File: config.mk
export PLATFORM = sky130hd
export DESIGN_NAME = warpSe
export DESIGN_NICKNAME = d
export VERILOG_FILES = /design/src/warpPkg.sv /design/src/warpSe.sv /design/src/fsbCtrl.sv /design/src/ioBridge.sv /design/src/dramTiming.sv /design/src/refreshTimer.sv /design/src/addrDecode.sv
export SDC_FILE = /design/constraint.sdc
export NUM_CORES = 1
export LEC_CHECK = 0
export BUFFER_PORTS_ARGS = -buffer_cell sky130_fd_sc_hd__buf_2
export CAP_MARGIN = 20
export CELL_PAD_IN_SITES_DETAIL_PLACEMENT = 2
export CELL_PAD_IN_SITES_GLOBAL_PLACEMENT = 2
export CORE_MARGIN = 4
export CORE_UTILIZATION = 36
export DETAILED_ROUTE_END_ITERATION = 8
export GPL_ROUTABILITY_DRIVEN = 0
export PLACE_DENSITY_LB_ADDON = 0.1
export SYNTH_ARGS = -nofsm -noshare
export SYNTH_HDL_FRONTEND = slang
export SYNTH_SLANG_ARGS = --single-unit
File: constraint.sdc
create_clock -name FCLK -period 4 [get_ports FCLK]
set_clock_uncertainty 0.05 [all_clocks]
set_input_delay 0.4 -clock FCLK [delete_from_list [all_inputs] [get_ports FCLK]]
set_output_delay 0.4 -clock FCLK [all_outputs]
set_load 0.005 [all_outputs]
File: src/warpPkg.sv
package warpPkg;

	// cpu word address, numbered as on the bus (A23..A1)
	typedef logic [23:1] cpuAddr;
	typedef logic [10:0] dramAddr; // multiplexed RA lines
	typedef logic [3:0] mapNibble; // A[23:20]

	typedef enum logic [2:0] {
		regRam,
		regRom,
		regIo,
		regIack,
		regNone
	} regionT;

	typedef enum logic [2:0] {
		idle,
		decode,
		waitRam,
		waitRom,
		waitIo,
		term,
		hold
	} fsbStateT;

	// memory map
	localparam logic [1:0] ramTop = 2'd0; // A[23:22] == 0 -> 4 MB ram
	localparam mapNibble romNibble = 4'd4;
	localparam mapNibble ioLowNibble = 4'd8;
	localparam mapNibble ioHighNibble = 4'd14; // io window inclusive
	localparam mapNibble iackNibble = 4'd15;

	// DRAM mux: row = A[21:11], column = {1'b0, A[10:1]}

	localparam int romWait = 3; // rom wait states
	typedef logic [$clog2(romWait + 1) - 1:0] wsCnt;
	localparam wsCnt romWaitLoad = wsCnt'(romWait - 1);

	localparam int refreshPeriod = 64; // short for sim
	typedef logic [$clog2(refreshPeriod) - 1:0] refCnt;
	localparam refCnt refreshLoad = refCnt'(refreshPeriod - 1);

	localparam int refHold = 2; // ras+cas overlap during refresh
	typedef logic [$clog2(refHold + 1) - 1:0] holdCnt;
	localparam holdCnt refHoldLoad = holdCnt'(refHold - 1);

endpackage
File: src/warpSe.sv
`timescale 1ns/1ps

module warpSe (
	input logic FCLK,
	input logic rstN,
	input warpPkg::cpuAddr addr,
	input logic asFsbN,
	input logic udsFsbN,
	input logic ldsFsbN,
	input logic weFsbN,
	input logic dtackIobN,
	input logic berrIobN,
	output logic dtackFsbN,
	output logic vpaFsbN,
	output logic berrFsbN,
	output warpPkg::dramAddr ra,
	output logic rasN,
	output logic casN,
	output logic lweN,
	output logic uweN,
	output logic romCsN,
	output logic asIobN,
	output logic udsIobN,
	output logic ldsIobN,
	output logic rwIob,
	output warpPkg::cpuAddr ioAddr
);

	warpPkg::regionT region;
	logic ramStart, ramReady; // fsb <-> dram
	logic ioStart, ioDone, ioErr; // fsb <-> slow bus
	logic cycleEnd;
	logic refReq, refAck;

	addrDecode decode_i (.addr(addr), .region(region));

	fsbCtrl fsb_i (
		.FCLK(FCLK), .rstN(rstN), .asFsbN(asFsbN), .region(region),
		.ramReady(ramReady), .ioDone(ioDone), .ioErr(ioErr),
		.ramStart(ramStart), .ioStart(ioStart), .cycleEnd(cycleEnd),
		.romCsN(romCsN), .dtackFsbN(dtackFsbN), .vpaFsbN(vpaFsbN), .berrFsbN(berrFsbN)
	);

	dramTiming dram_i (
		.FCLK(FCLK), .rstN(rstN), .addr(addr), .weFsbN(weFsbN),
		.udsFsbN(udsFsbN), .ldsFsbN(ldsFsbN), .ramStart(ramStart),
		.cycleEnd(cycleEnd), .refReq(refReq), .refAck(refAck), .ramReady(ramReady),
		.ra(ra), .rasN(rasN), .casN(casN), .lweN(lweN), .uweN(uweN)
	);

	refreshTimer refresh_i (.FCLK(FCLK), .rstN(rstN), .refAck(refAck), .refReq(refReq));

	ioBridge io_i (
		.FCLK(FCLK), .rstN(rstN), .addr(addr), .weFsbN(weFsbN),
		.udsFsbN(udsFsbN), .ldsFsbN(ldsFsbN), .ioStart(ioStart), .cycleEnd(cycleEnd),
		.dtackIobN(dtackIobN), .berrIobN(berrIobN), .ioDone(ioDone), .ioErr(ioErr),
		.ioAddr(ioAddr), .asIobN(asIobN), .udsIobN(udsIobN), .ldsIobN(ldsIobN),
		.rwIob(rwIob)
	);

endmodule

File: src/fsbCtrl.sv
`timescale 1ns/1ps

module fsbCtrl (
	input logic FCLK,
	input logic rstN,
	input logic asFsbN,
	input warpPkg::regionT region,
	input logic ramReady,
	input logic ioDone,
	input logic ioErr,
	output logic ramStart,
	output logic ioStart,
	output logic cycleEnd,
	output logic romCsN,
	output logic dtackFsbN,
	output logic vpaFsbN,
	output logic berrFsbN
);

	warpPkg::fsbStateT state;
	warpPkg::regionT regQ; // region held from cycle 1
	logic decPhase; // second decode cycle, dispatch
	warpPkg::wsCnt waitCnt; // rom wait states left

	always_ff @(posedge FCLK) begin
		if (!rstN) begin
			state <= warpPkg::idle;
			regQ <= warpPkg::regNone;
			decPhase <= 1'b0;
			waitCnt <= '0;
			ramStart <= 1'b0;
			ioStart <= 1'b0;
			cycleEnd <= 1'b0;
			romCsN <= 1'b1;
			dtackFsbN <= 1'b1;
			vpaFsbN <= 1'b1;
			berrFsbN <= 1'b1;
		end else begin
			ramStart <= 1'b0; // pulses
			ioStart <= 1'b0;
			cycleEnd <= 1'b0;
			case (state)
				warpPkg::idle: if (!asFsbN) state <= warpPkg::decode; // cycle 0
				warpPkg::decode: begin
					decPhase <= !decPhase;
					if (!decPhase) begin
						regQ <= region; // cycle 1
					end else begin // cycle 2, dispatch
						case (regQ)
							warpPkg::regRam: begin
								ramStart <= 1'b1;
								state <= warpPkg::waitRam;
							end
							warpPkg::regRom: begin
								romCsN <= 1'b0;
								waitCnt <= warpPkg::romWaitLoad;
								state <= warpPkg::waitRom;
							end
							warpPkg::regIo: begin
								ioStart <= 1'b1;
								state <= warpPkg::waitIo;
							end
							warpPkg::regIack: begin
								vpaFsbN <= 1'b0; // autovector
								state <= warpPkg::term;
							end
							default: begin
								berrFsbN <= 1'b0; // unmapped
								state <= warpPkg::term;
							end
						endcase
					end
				end
				warpPkg::waitRam: if (ramReady) begin
					dtackFsbN <= 1'b0;
					state <= warpPkg::term;
				end
				warpPkg::waitRom: begin
					if (waitCnt == '0) begin
						dtackFsbN <= 1'b0; // cycle 2 + romWait
						state <= warpPkg::term;
					end else begin
						waitCnt <= waitCnt - 1'b1;
					end
				end
				warpPkg::waitIo: if (ioDone) begin
					if (ioErr) berrFsbN <= 1'b0;
					else dtackFsbN <= 1'b0;
					state <= warpPkg::term;
				end
				warpPkg::term: if (asFsbN) begin // cpu let go of AS
					cycleEnd <= 1'b1;
					state <= warpPkg::hold;
				end
				warpPkg::hold: begin
					romCsN <= 1'b1;
					dtackFsbN <= 1'b1;
					vpaFsbN <= 1'b1;
					berrFsbN <= 1'b1;
					state <= warpPkg::idle;
				end
				default: state <= warpPkg::idle;
			endcase
		end
	end

endmodule

File: src/ioBridge.sv
`timescale 1ns/1ps

module ioBridge (
	input logic FCLK,
	input logic rstN,
	input warpPkg::cpuAddr addr,
	input logic weFsbN,
	input logic udsFsbN,
	input logic ldsFsbN,
	input logic ioStart,
	input logic cycleEnd,
	input logic dtackIobN,
	input logic berrIobN,
	output logic ioDone,
	output logic ioErr,
	output warpPkg::cpuAddr ioAddr,
	output logic asIobN,
	output logic udsIobN,
	output logic ldsIobN,
	output logic rwIob
);

	typedef enum logic [1:0] {
		iIdle,
		iBus, // strobes out, waiting on slow bus
		iDone // result held for fsbCtrl
	} ioStateT;

	ioStateT state;
	logic slowReply;

	assign slowReply = !dtackIobN || !berrIobN;

	// address latched once per slow-bus cycle
	always_ff @(posedge FCLK) begin
		if (state == iIdle && ioStart) ioAddr <= addr;
	end

	always_ff @(posedge FCLK) begin
		if (!rstN) begin
			state <= iIdle;
			ioDone <= 1'b0;
			ioErr <= 1'b0;
			asIobN <= 1'b1;
			udsIobN <= 1'b1;
			ldsIobN <= 1'b1;
			rwIob <= 1'b1; // read
		end else begin
			case (state)
				iIdle: if (ioStart) begin
					asIobN <= 1'b0;
					udsIobN <= udsFsbN; // byte lanes from cpu
					ldsIobN <= ldsFsbN;
					rwIob <= weFsbN;
					state <= iBus;
				end
				iBus: if (slowReply) begin // any length of wait
					asIobN <= 1'b1;
					udsIobN <= 1'b1;
					ldsIobN <= 1'b1;
					ioDone <= 1'b1;
					ioErr <= !berrIobN; // err beats ack if both
					state <= iDone;
				end
				iDone: if (cycleEnd) begin
					ioDone <= 1'b0;
					ioErr <= 1'b0;
					rwIob <= 1'b1;
					state <= iIdle;
				end
				default: state <= iIdle;
			endcase
		end
	end

endmodule

File: src/dramTiming.sv
`timescale 1ns/1ps

module dramTiming (
	input logic FCLK,
	input logic rstN,
	input warpPkg::cpuAddr addr,
	input logic weFsbN,
	input logic udsFsbN,
	input logic ldsFsbN,
	input logic ramStart,
	input logic cycleEnd,
	input logic refReq,
	output logic refAck,
	output logic ramReady,
	output warpPkg::dramAddr ra,
	output logic rasN,
	output logic casN,
	output logic lweN,
	output logic uweN
);

	typedef enum logic [2:0] {
		dIdle,
		dRow, // ras low, row on ra
		dCol, // column on ra
		dAccess, // cas low, wait for cycleEnd
		dRefCas, // refresh, cas first
		dRefRas // refresh, ras+cas held
	} dramStateT;

	dramStateT state;
	logic startPending; // ramStart seen during a refresh
	warpPkg::holdCnt holdCount;

	// ra is a payload register, loaded on row and column steps
	always_ff @(posedge FCLK) begin
		if (state == dIdle) begin
			ra <= addr[21:11]; // row
		end else if (state == dRow) begin
			ra <= {1'b0, addr[10:1]}; // column, zero on top
		end
	end

	always_ff @(posedge FCLK) begin
		if (!rstN) begin
			state <= dIdle;
			startPending <= 1'b0;
			holdCount <= '0;
			refAck <= 1'b0;
			ramReady <= 1'b0;
			rasN <= 1'b1;
			casN <= 1'b1;
			lweN <= 1'b1;
			uweN <= 1'b1;
		end else begin
			refAck <= 1'b0; // one-cycle pulse
			if (ramStart) startPending <= 1'b1;
			case (state)
				dIdle: begin
					if (refReq) begin // refresh wins over new access
						refAck <= 1'b1;
						casN <= 1'b0;
						state <= dRefCas;
					end else if (ramStart || startPending) begin
						startPending <= 1'b0;
						rasN <= 1'b0;
						state <= dRow;
					end
				end
				dRow: state <= dCol;
				dCol: begin
					casN <= 1'b0;
					ramReady <= 1'b1; // rises with cas
					lweN <= weFsbN | ldsFsbN;
					uweN <= weFsbN | udsFsbN;
					state <= dAccess;
				end
				dAccess: begin
					lweN <= weFsbN | ldsFsbN; // track byte strobes
					uweN <= weFsbN | udsFsbN;
					if (cycleEnd) begin
						rasN <= 1'b1;
						casN <= 1'b1;
						lweN <= 1'b1;
						uweN <= 1'b1;
						ramReady <= 1'b0;
						state <= dIdle; // deferred refresh goes next
					end
				end
				dRefCas: begin
					rasN <= 1'b0;
					holdCount <= warpPkg::refHoldLoad;
					state <= dRefRas;
				end
				dRefRas: begin
					if (holdCount == '0) begin
						rasN <= 1'b1; // release together
						casN <= 1'b1;
						state <= dIdle;
					end else begin
						holdCount <= holdCount - 1'b1;
					end
				end
				default: state <= dIdle;
			endcase
		end
	end

endmodule

File: src/refreshTimer.sv
`timescale 1ns/1ps

module refreshTimer (
	input logic FCLK,
	input logic rstN,
	input logic refAck,
	output logic refReq
);

	warpPkg::refCnt refCount; // cycles left to next request

	// down-counter, parks at zero while request is pending
	always_ff @(posedge FCLK) begin
		if (!rstN) begin
			refCount <= warpPkg::refreshLoad;
			refReq <= 1'b0;
		end else if (refAck) begin
			refCount <= warpPkg::refreshLoad; // restart at ack
			refReq <= 1'b0;
		end else if (refCount == '0) begin
			refReq <= 1'b1; // hold until dram side takes it
		end else begin
			refCount <= refCount - 1'b1;
		end
	end

	// refReq is a level, not a pulse. dramTiming may sit on it for a whole
	// ram access, so the counter waits rather than queueing a second one.

endmodule

File: src/addrDecode.sv
`timescale 1ns/1ps

module addrDecode (
	input warpPkg::cpuAddr addr,
	output warpPkg::regionT region
);

	warpPkg::mapNibble nibble; // top address nibble
	logic inRam;
	logic inIo;

	assign nibble = addr[23:20];
	assign inRam = (addr[23:22] == warpPkg::ramTop); // nibbles 0..3
	assign inIo = (nibble >= warpPkg::ioLowNibble) && (nibble <= warpPkg::ioHighNibble);

	// one region per cycle, ram first
	always_comb begin
		if (inRam) begin
			region = warpPkg::regRam;
		end else if (nibble == warpPkg::romNibble) begin
			region = warpPkg::regRom;
		end else if (inIo) begin
			region = warpPkg::regIo;
		end else if (nibble == warpPkg::iackNibble) begin
			region = warpPkg::regIack; // cpu space, int ack
		end else begin
			region = warpPkg::regNone; // 5..7 unmapped -> berr
		end
	end

	// Nibbles 5, 6 and 7 fall through to regNone. Nothing else in the
	// design looks at address bits to pick a target, so any change to the
	// card's memory map is made here and in the package constants.

endmodule

==> impl_results.md, run 1 <==
* Ports at 77
* Post-CTS Resized at 0
* RSZ-0062 raised after global routing: false
* Initial antenna violation count at 0
* Antenna diode instance count at 0
* Hpwl dp at 6590 um
* DRC Markers at 0
* Slew at the pin closest to its max-slew limit at 982 ps
* Syn Nets at 331
* Share of cells above drive strength 1 at 0.316
* # Post-CTS Setup Buffers at 0
* Worst hold slack at 188 ps
* Largest net degree at the start of global routing at 24
* Die ar. at 0.0106 sq mm
* R2r setup slk at 1940 ps
* F_max at 485 MHz
* Final WL at 8920 um
* CP arrival at 1980 ps
* DR vias at 2508
* CTS Hold Bufs at 0
* R2R depth at 3
* Die Span Y at 103 um
* Vias per inst at 5.18
* Cell Area, Synth at 0.00325 sq mm
* Overall routing resource usage at 0.171
* Core box area at 0.00876 sq mm
* Most frequent cells in the layout: buf_2 (76), dfxtp_1 (43), edfxtp_1 (34)
* Sequential area share after synthesis at 0.579
* Row count at 34
* Clock Path Buffers at 2
* Worst Hold Class: input port to flop
* Number of cells produced by synthesis at 297
* Outcome: completed
* Vias in the first global route at 2745
* R2r endpoint: io_i.ioAddr[17]$_DFFE_PP_
* Rel. slew slack at 0.343
* YS warnings at 0
* Crit-path max FO at 23
* Final setup fails at 0
* Netlist cell types at 60
* Seq cells post-synth at 77
* Pleak at 1.48 nW
* Wire per inst at 18.4 um
* Avg Inst Size Synth at 10.9 sq um
* Final Cycle Share at 0.515
* Initial core utilization at 0.371
* CP endpoint kind: flop
* P&R area growth vs syn at 20.3%
* Root buffer cell: clkbuf_8
* Clock Latency Late Sink at 350 ps
* Hold Path End: io_i.ioAddr[15]$_DFFE_PP_
* Die width at 103 um
* WHS Path Cells at 1
* Clk slew on worst S/H paths at 80 ps
* Number of CTS-inserted buffers at 9
* DRT antenna net count at 0
* Setup TNS at 0 ps
* Async S/R FF share, synth at 0
* Cell Pwr Density at 534 mW/mm^2
* CTS Sinks at 77
* Cells after DPL at 468
* DRT Pass-1 Iters at 4
* Most common cell after layout, fill and taps aside: buf_2
* Setup crit start kind: flop
* Req. time, crit path at 3920 ps
* 1st-iter DRT viols at 67
* Maximum VDD drop at 0.222 mV
* Ys flop type: dfxtp_1
* Post-synth EDFFs at 34
* Fin cells at 484
* Critical R2R Launch: io_i.state[0]$_SDFFE_PN0P_
* Number of port buffers at 76
* Count of final hold-check violations at 0
* CP Class: flop to flop
* First-pass GRT wire length at 14000 um
* # Max-Cap Violations at 0
* Grt total ovfl at 0
* Hold_sp: addr[15]
* Nets at 405
* Post-route minimum period at 2060 ps
* Max-slew violations at 0
* CTS tree: yes
* Htree depth at 3
==> metrics by stage <==
stage / setup slack, ps / util / power [mW] / instance area, sq um
2_1_floorplan: 2220 / - / 1.30 / 3250
3_3_place_gp: 1840 / 0.421 / 1.44 / 3690
3_5_place_dp: 1780 / 0.421 / 1.46 / 3690
4_1_cts: 1900 / 0.446 / 2.13 / 3910
5_1_grt: 1810 / 0.446 / 2.21 / 3910
6_report: 1940 / 0.446 / 2.09 / 3910
==> power breakdown <==
part	total [mW]	internal [mW]	switching [mW]	leakage, nW
sequential	1.02	0.918	0.105	0.672
clock	0.657	0.355	0.302	0.108
combinational	0.409	0.190	0.218	0.703
==> flip-flops by register name (all words and copies together) (netlist names), 2 cells and up <==
name,count
dram_i.holdCount,2
dram_i.state,3
fsb_i.state,3
io_i.state,2
dram_i.ra,11
io_i.ioAddr,23
fsb_i.waitCnt,2
refresh_i.refCount,6
fsb_i.regQ,3
==> logic make-up after synthesis <==
logic type | synth area share
DFF | 0.579
xor gates and xnor gates | 0.0108
buffers and inverters | 0.0470
muxes | 0.0446
and+or+nand+nor | 0.162
AOI/OAI and AO/OA | 0.145
adders and majority gates | 0.0115
==> final cells by class <==
| cell class | count | area [sq um] |
|---|---|---|
| fill | 950 | 4850 |
| sequential | 77 | 1880 |
| multi-input combinational | 187 | 1220 |
| timing repair buffer | 76 | 380 |
| tap | 108 | 135 |
| clock buffer | 9 | 124 |
| clock inverter | 7 | 97.6 |
| inverter | 20 | 75.1 |
==> worst max-delay path: stages (launching register included) <==
cell      delay, ps
dfxtp_1         400
nand2b_1        220
or2_2           310
inv_1           690
==> layer usage <==
metal | track usage | wire, um
met2 | 0.306 | 4480
met1 | 0.203 | 3820
met4 | 0.0558 | 136
met3 | 0.0379 | 477
met5 | 0 | 0
==> how the worst max path moves through the flow <==
stage,start,end,cells past startpoint
finish,io_i.state[0]$_SDFFE_PN0P_,io_i.ioAddr[17]$_DFFE_PP_,3
global route,io_i.state[0]$_SDFFE_PN0P_,io_i.ioAddr[5]$_DFFE_PP_,3
CTS,io_i.state[0]$_SDFFE_PN0P_,io_i.ioAddr[17]$_DFFE_PP_,3
detailed placement,rstN,refresh_i.refCount[3]$_SDFFE_PP1P_,4
global placement,rstN,refresh_i.refCount[2]$_SDFFE_PP1P_,4
floorplan,io_i.state[0]$_SDFFE_PN0P_,io_i.ioAddr[0]$_DFFE_PP_,4
==> cell usage after synthesis (all sizes together) (5+ instances only) <==
library cell   n  area share
inv           19       0.022
buf           10       0.020
o21ai         20       0.032
nor2          23       0.029
nand3          6      0.0092
nor4           5       0.014
nand2b         9       0.020
nand2         23       0.027
edfxtp        34        0.31
nor3          10       0.017
mux2          12       0.042
a21oi         20       0.037
dfxtp         43        0.26
No activity file was read; power rests on OpenSTA's default activity.
==> run 2: changes to the inputs <==
--- a/config.mk
+++ b/config.mk
@@ -10,7 +10,7 @@
 export CELL_PAD_IN_SITES_DETAIL_PLACEMENT = 2
 export CELL_PAD_IN_SITES_GLOBAL_PLACEMENT = 2
 export CORE_MARGIN = 4
-export CORE_UTILIZATION = 36
+export CORE_UTILIZATION = 30
 export DETAILED_ROUTE_END_ITERATION = 8
 export GPL_ROUTABILITY_DRIVEN = 0
 export PLACE_DENSITY_LB_ADDON = 0.1
==> constraint.sdc (replaced) <==
create_clock -name FCLK -period 1.8 [get_ports FCLK]
set_clock_uncertainty 0.05 [all_clocks]
set_input_delay 0.18 -clock FCLK [delete_from_list [all_inputs] [get_ports FCLK]]
set_output_delay 0.18 -clock FCLK [all_outputs]
set_load 0.005 [all_outputs]
==> run 2 against run 1 <==
Compared with the run above:
- first-iteration DRC count rose by 4.5%
- total power increased by 120%
- critical path depth is 1 higher
- cell count rose by 13%
- sequential cell count unchanged
- final area up 8.5%
- die area up 18%
- highest routed layer unchanged
==> impl_results.md, run 2 (same netlist as run 1, synthesis figures left out) <==
* Slew at the pin closest to its max-slew limit at 535 ps (was 982 ps)
* Largest net degree at the start of global routing at 24 (unchanged)
* Htree depth at 3 (unchanged)
* P&R area growth vs syn at 30.5% (was 20.3%)
* Vias in the first global route at 2869 (was 2745)
* Fin util at 0.407 (was 0.446)
* Hpwl dp at 6160 um (was 6590 um)
* Grt total ovfl at 0 (unchanged)
* First-pass GRT wire length at 15100 um (was 14000 um)
* R2r setup slk at 180 ps (was 1940 ps)
* CTS tree: yes (unchanged)
* Cells after DPL at 509 (was 468)
* Number of CTS-inserted buffers at 9 (unchanged)
* CP arrival at 1800 ps (was 1980 ps)
* CTS Sinks at 77 (unchanged)
* DRT antenna net count at 0 (unchanged)
* Post-route minimum period at 1620 ps (was 2060 ps)
* Vias per inst at 4.77 (was 5.18)
* RSZ-0062 raised after global routing: false (unchanged)
* Final WL at 8990 um (was 8920 um)
* Pleak at 1.62 nW (was 1.48 nW)
* Cell Pwr Density at 1080 mW/mm^2 (was 534 mW/mm^2)
* Die ar. at 0.0126 sq mm (was 0.0106 sq mm)
* Fin cells at 546 (was 484)
* Root buffer cell: clkbuf_8 (unchanged)
* Overall routing resource usage at 0.148 (was 0.171)
* Max-slew violations at 0 (unchanged)
* Maximum VDD drop at 0.371 mV (was 0.222 mV)
* Final setup fails at 0 (unchanged)
* Largest reg by FF count: io_i.ioAddr (unchanged)
* DRT Pass-1 Iters at 4 (unchanged)
* Most frequent cells in the layout: buf_2 (76), dfxtp_1 (42), edfxtp_1 (34) (was buf_2 (76), dfxtp_1 (43), edfxtp_1 (34))
* Rel. slew slack at 0.643 (was 0.343)
* Initial core utilization at 0.312 (was 0.371)
* Wire per inst at 16.5 um (was 18.4 um)
* Row count at 37 (was 34)
* Grt met2 use at 0.249 (was 0.306)
* Antenna diode instance count at 0 (unchanged)
* Met1 Track Usage GR at 0.192 (was 0.203)
* DRC Markers at 0 (unchanged)
* Clock Latency Late Sink at 350 ps (about the same)
* Ports at 77 (unchanged)
* 1st-iter DRT viols at 70 (was 67)
* Biggest regs: io_i.ioAddr (23), dram_i.ra (11), refresh_i.refCount (6) (unchanged)
* Clock Path Buffers at 2 (unchanged)
* Number of fill cells at 1113 (was 950)
* Outcome: completed (unchanged)
* Clk slew on worst S/H paths at 90 ps (was 80 ps)
* Max reg flops at 23 (unchanged)
* Worst Slack Setup Final at 181 ps (was 1940 ps)
* Nets at 439 (was 405)
* Pre-CTS setup slack at 140 ps (was 1780 ps)
* Req. time, crit path at 1990 ps (was 3920 ps)
* Final Cycle Share at 0.899 (was 0.515)
* Share of cells above drive strength 1 at 0.324 (was 0.316)
* DR vias at 2602 (was 2508)
* F_max at 618 MHz (was 485 MHz)
* CP Class: flop to flop (unchanged)
* Most used routing layer in global routing: met2 (unchanged)
* Number of port buffers at 76 (unchanged)
* # Max-Cap Violations at 0 (unchanged)
* Core box area at 0.0104 sq mm (was 0.00876 sq mm)
* Design area at 0.00424 sq mm (was 0.00391 sq mm)
* Count of final hold-check violations at 0 (unchanged)
* Crit-path max FO at 16 (was 23)
* Die width at 112 um (was 103 um)
* Most common cell after layout, fill and taps aside: buf_2 (unchanged)
* Initial antenna violation count at 0 (unchanged)
* Setup TNS at 0 ps (unchanged)
* # Post-CTS Setup Buffers at 0 (unchanged)
* Worst Hold Class: input port to flop (unchanged)
* CP endpoint kind: flop (unchanged)
* Setup crit start kind: flop (unchanged)
* Cell Area, Placed at 0.00383 sq mm (was 0.00369 sq mm)
* Die Span Y at 112 um (was 103 um)
* Met3 usage at 0.0345 (was 0.0379)
-- run 2: cell count changes in the layout (fill, tap and decap cells not counted) --
cell and change:
buf_4 +12, clkinvlp_4 +2, dlygate4sd3_1 +21, clkbuf_1 +1
dfxtp_2 +1, dfxtp_1 -1, clkinv_1 -1, buf_12 +1
clkinv_4 -1, bufinv_16 -1
-- run 2: worst max-delay path, stage by stage, from the launching register on --
cell and delay, ps:
dfxtp_1 660, or3b_1 400, a21oi_1 200, o21ai_1 80
o311a_1 120
-- run 2: metal layers --
metal | share of wire | up-vias
met4 | 0.014 | 0
met1 | 0.47 | 1256
li1 | - | 1276
met2 | 0.47 | 59
met3 | 0.044 | 11
met5 | 0 | -
-- run 2: timing repair --
action | CTS | global route
hold buffers | 21 | 0
gates resized for setup | 0 | 1
endpoints found under the setup margin | 0 | 1
endpoints found under the hold margin | 21 | 0
-- run 2: metrics by stage --
| step | hold WS, ps | total power [mW] |
|---|---|---|
| 2_1_floorplan | 229 | 2.90 |
| 3_3_place_gp | 320 | 3.24 |
| 3_5_place_dp | 326 | 3.27 |
| 4_1_cts | 0.203 | 4.67 |
| 5_1_grt | 1.85 | 4.89 |
| 6_report | 20.0 | 4.58 |
-- run 2: final cells by class --
type,count,area (sq um),share of cell area
clock buffers,10,128,0.0301
clock inverters,6,70.1,0.0165
inverters,20,75.1,0.0177
multi-input cells,187,1220,0.287
flip-flops and latches,77,1880,0.444
well taps,136,170,0.0401
repair buffers,110,701,0.165
-- run 2: where the power goes --
part	switching (mW)	internal, mW	total, mW
Sequential	0.197	2.04	2.24
Clock	0.672	0.651	1.32
Combinational	0.521	0.495	1.02
Total	1.39	3.19	4.58
-- run 2: final timing paths --
| kind | start | end | cells past startpoint |
|---|---|---|---|
| max reg2reg | fsb_i.state[2]$_SDFFE_PN0P_ | fsb_i.state[0]$_SDFFE_PN0P_ | 4 |
| min reg2reg | fsb_i.dtackFsbN$_SDFFE_PN1P_ | fsb_i.dtackFsbN$_SDFFE_PN1P_ | 2 |
| max | fsb_i.state[2]$_SDFFE_PN0P_ | fsb_i.state[0]$_SDFFE_PN0P_ | 4 |
| min | addr[20] | io_i.ioAddr[20]$_DFFE_PP_ | 1 |
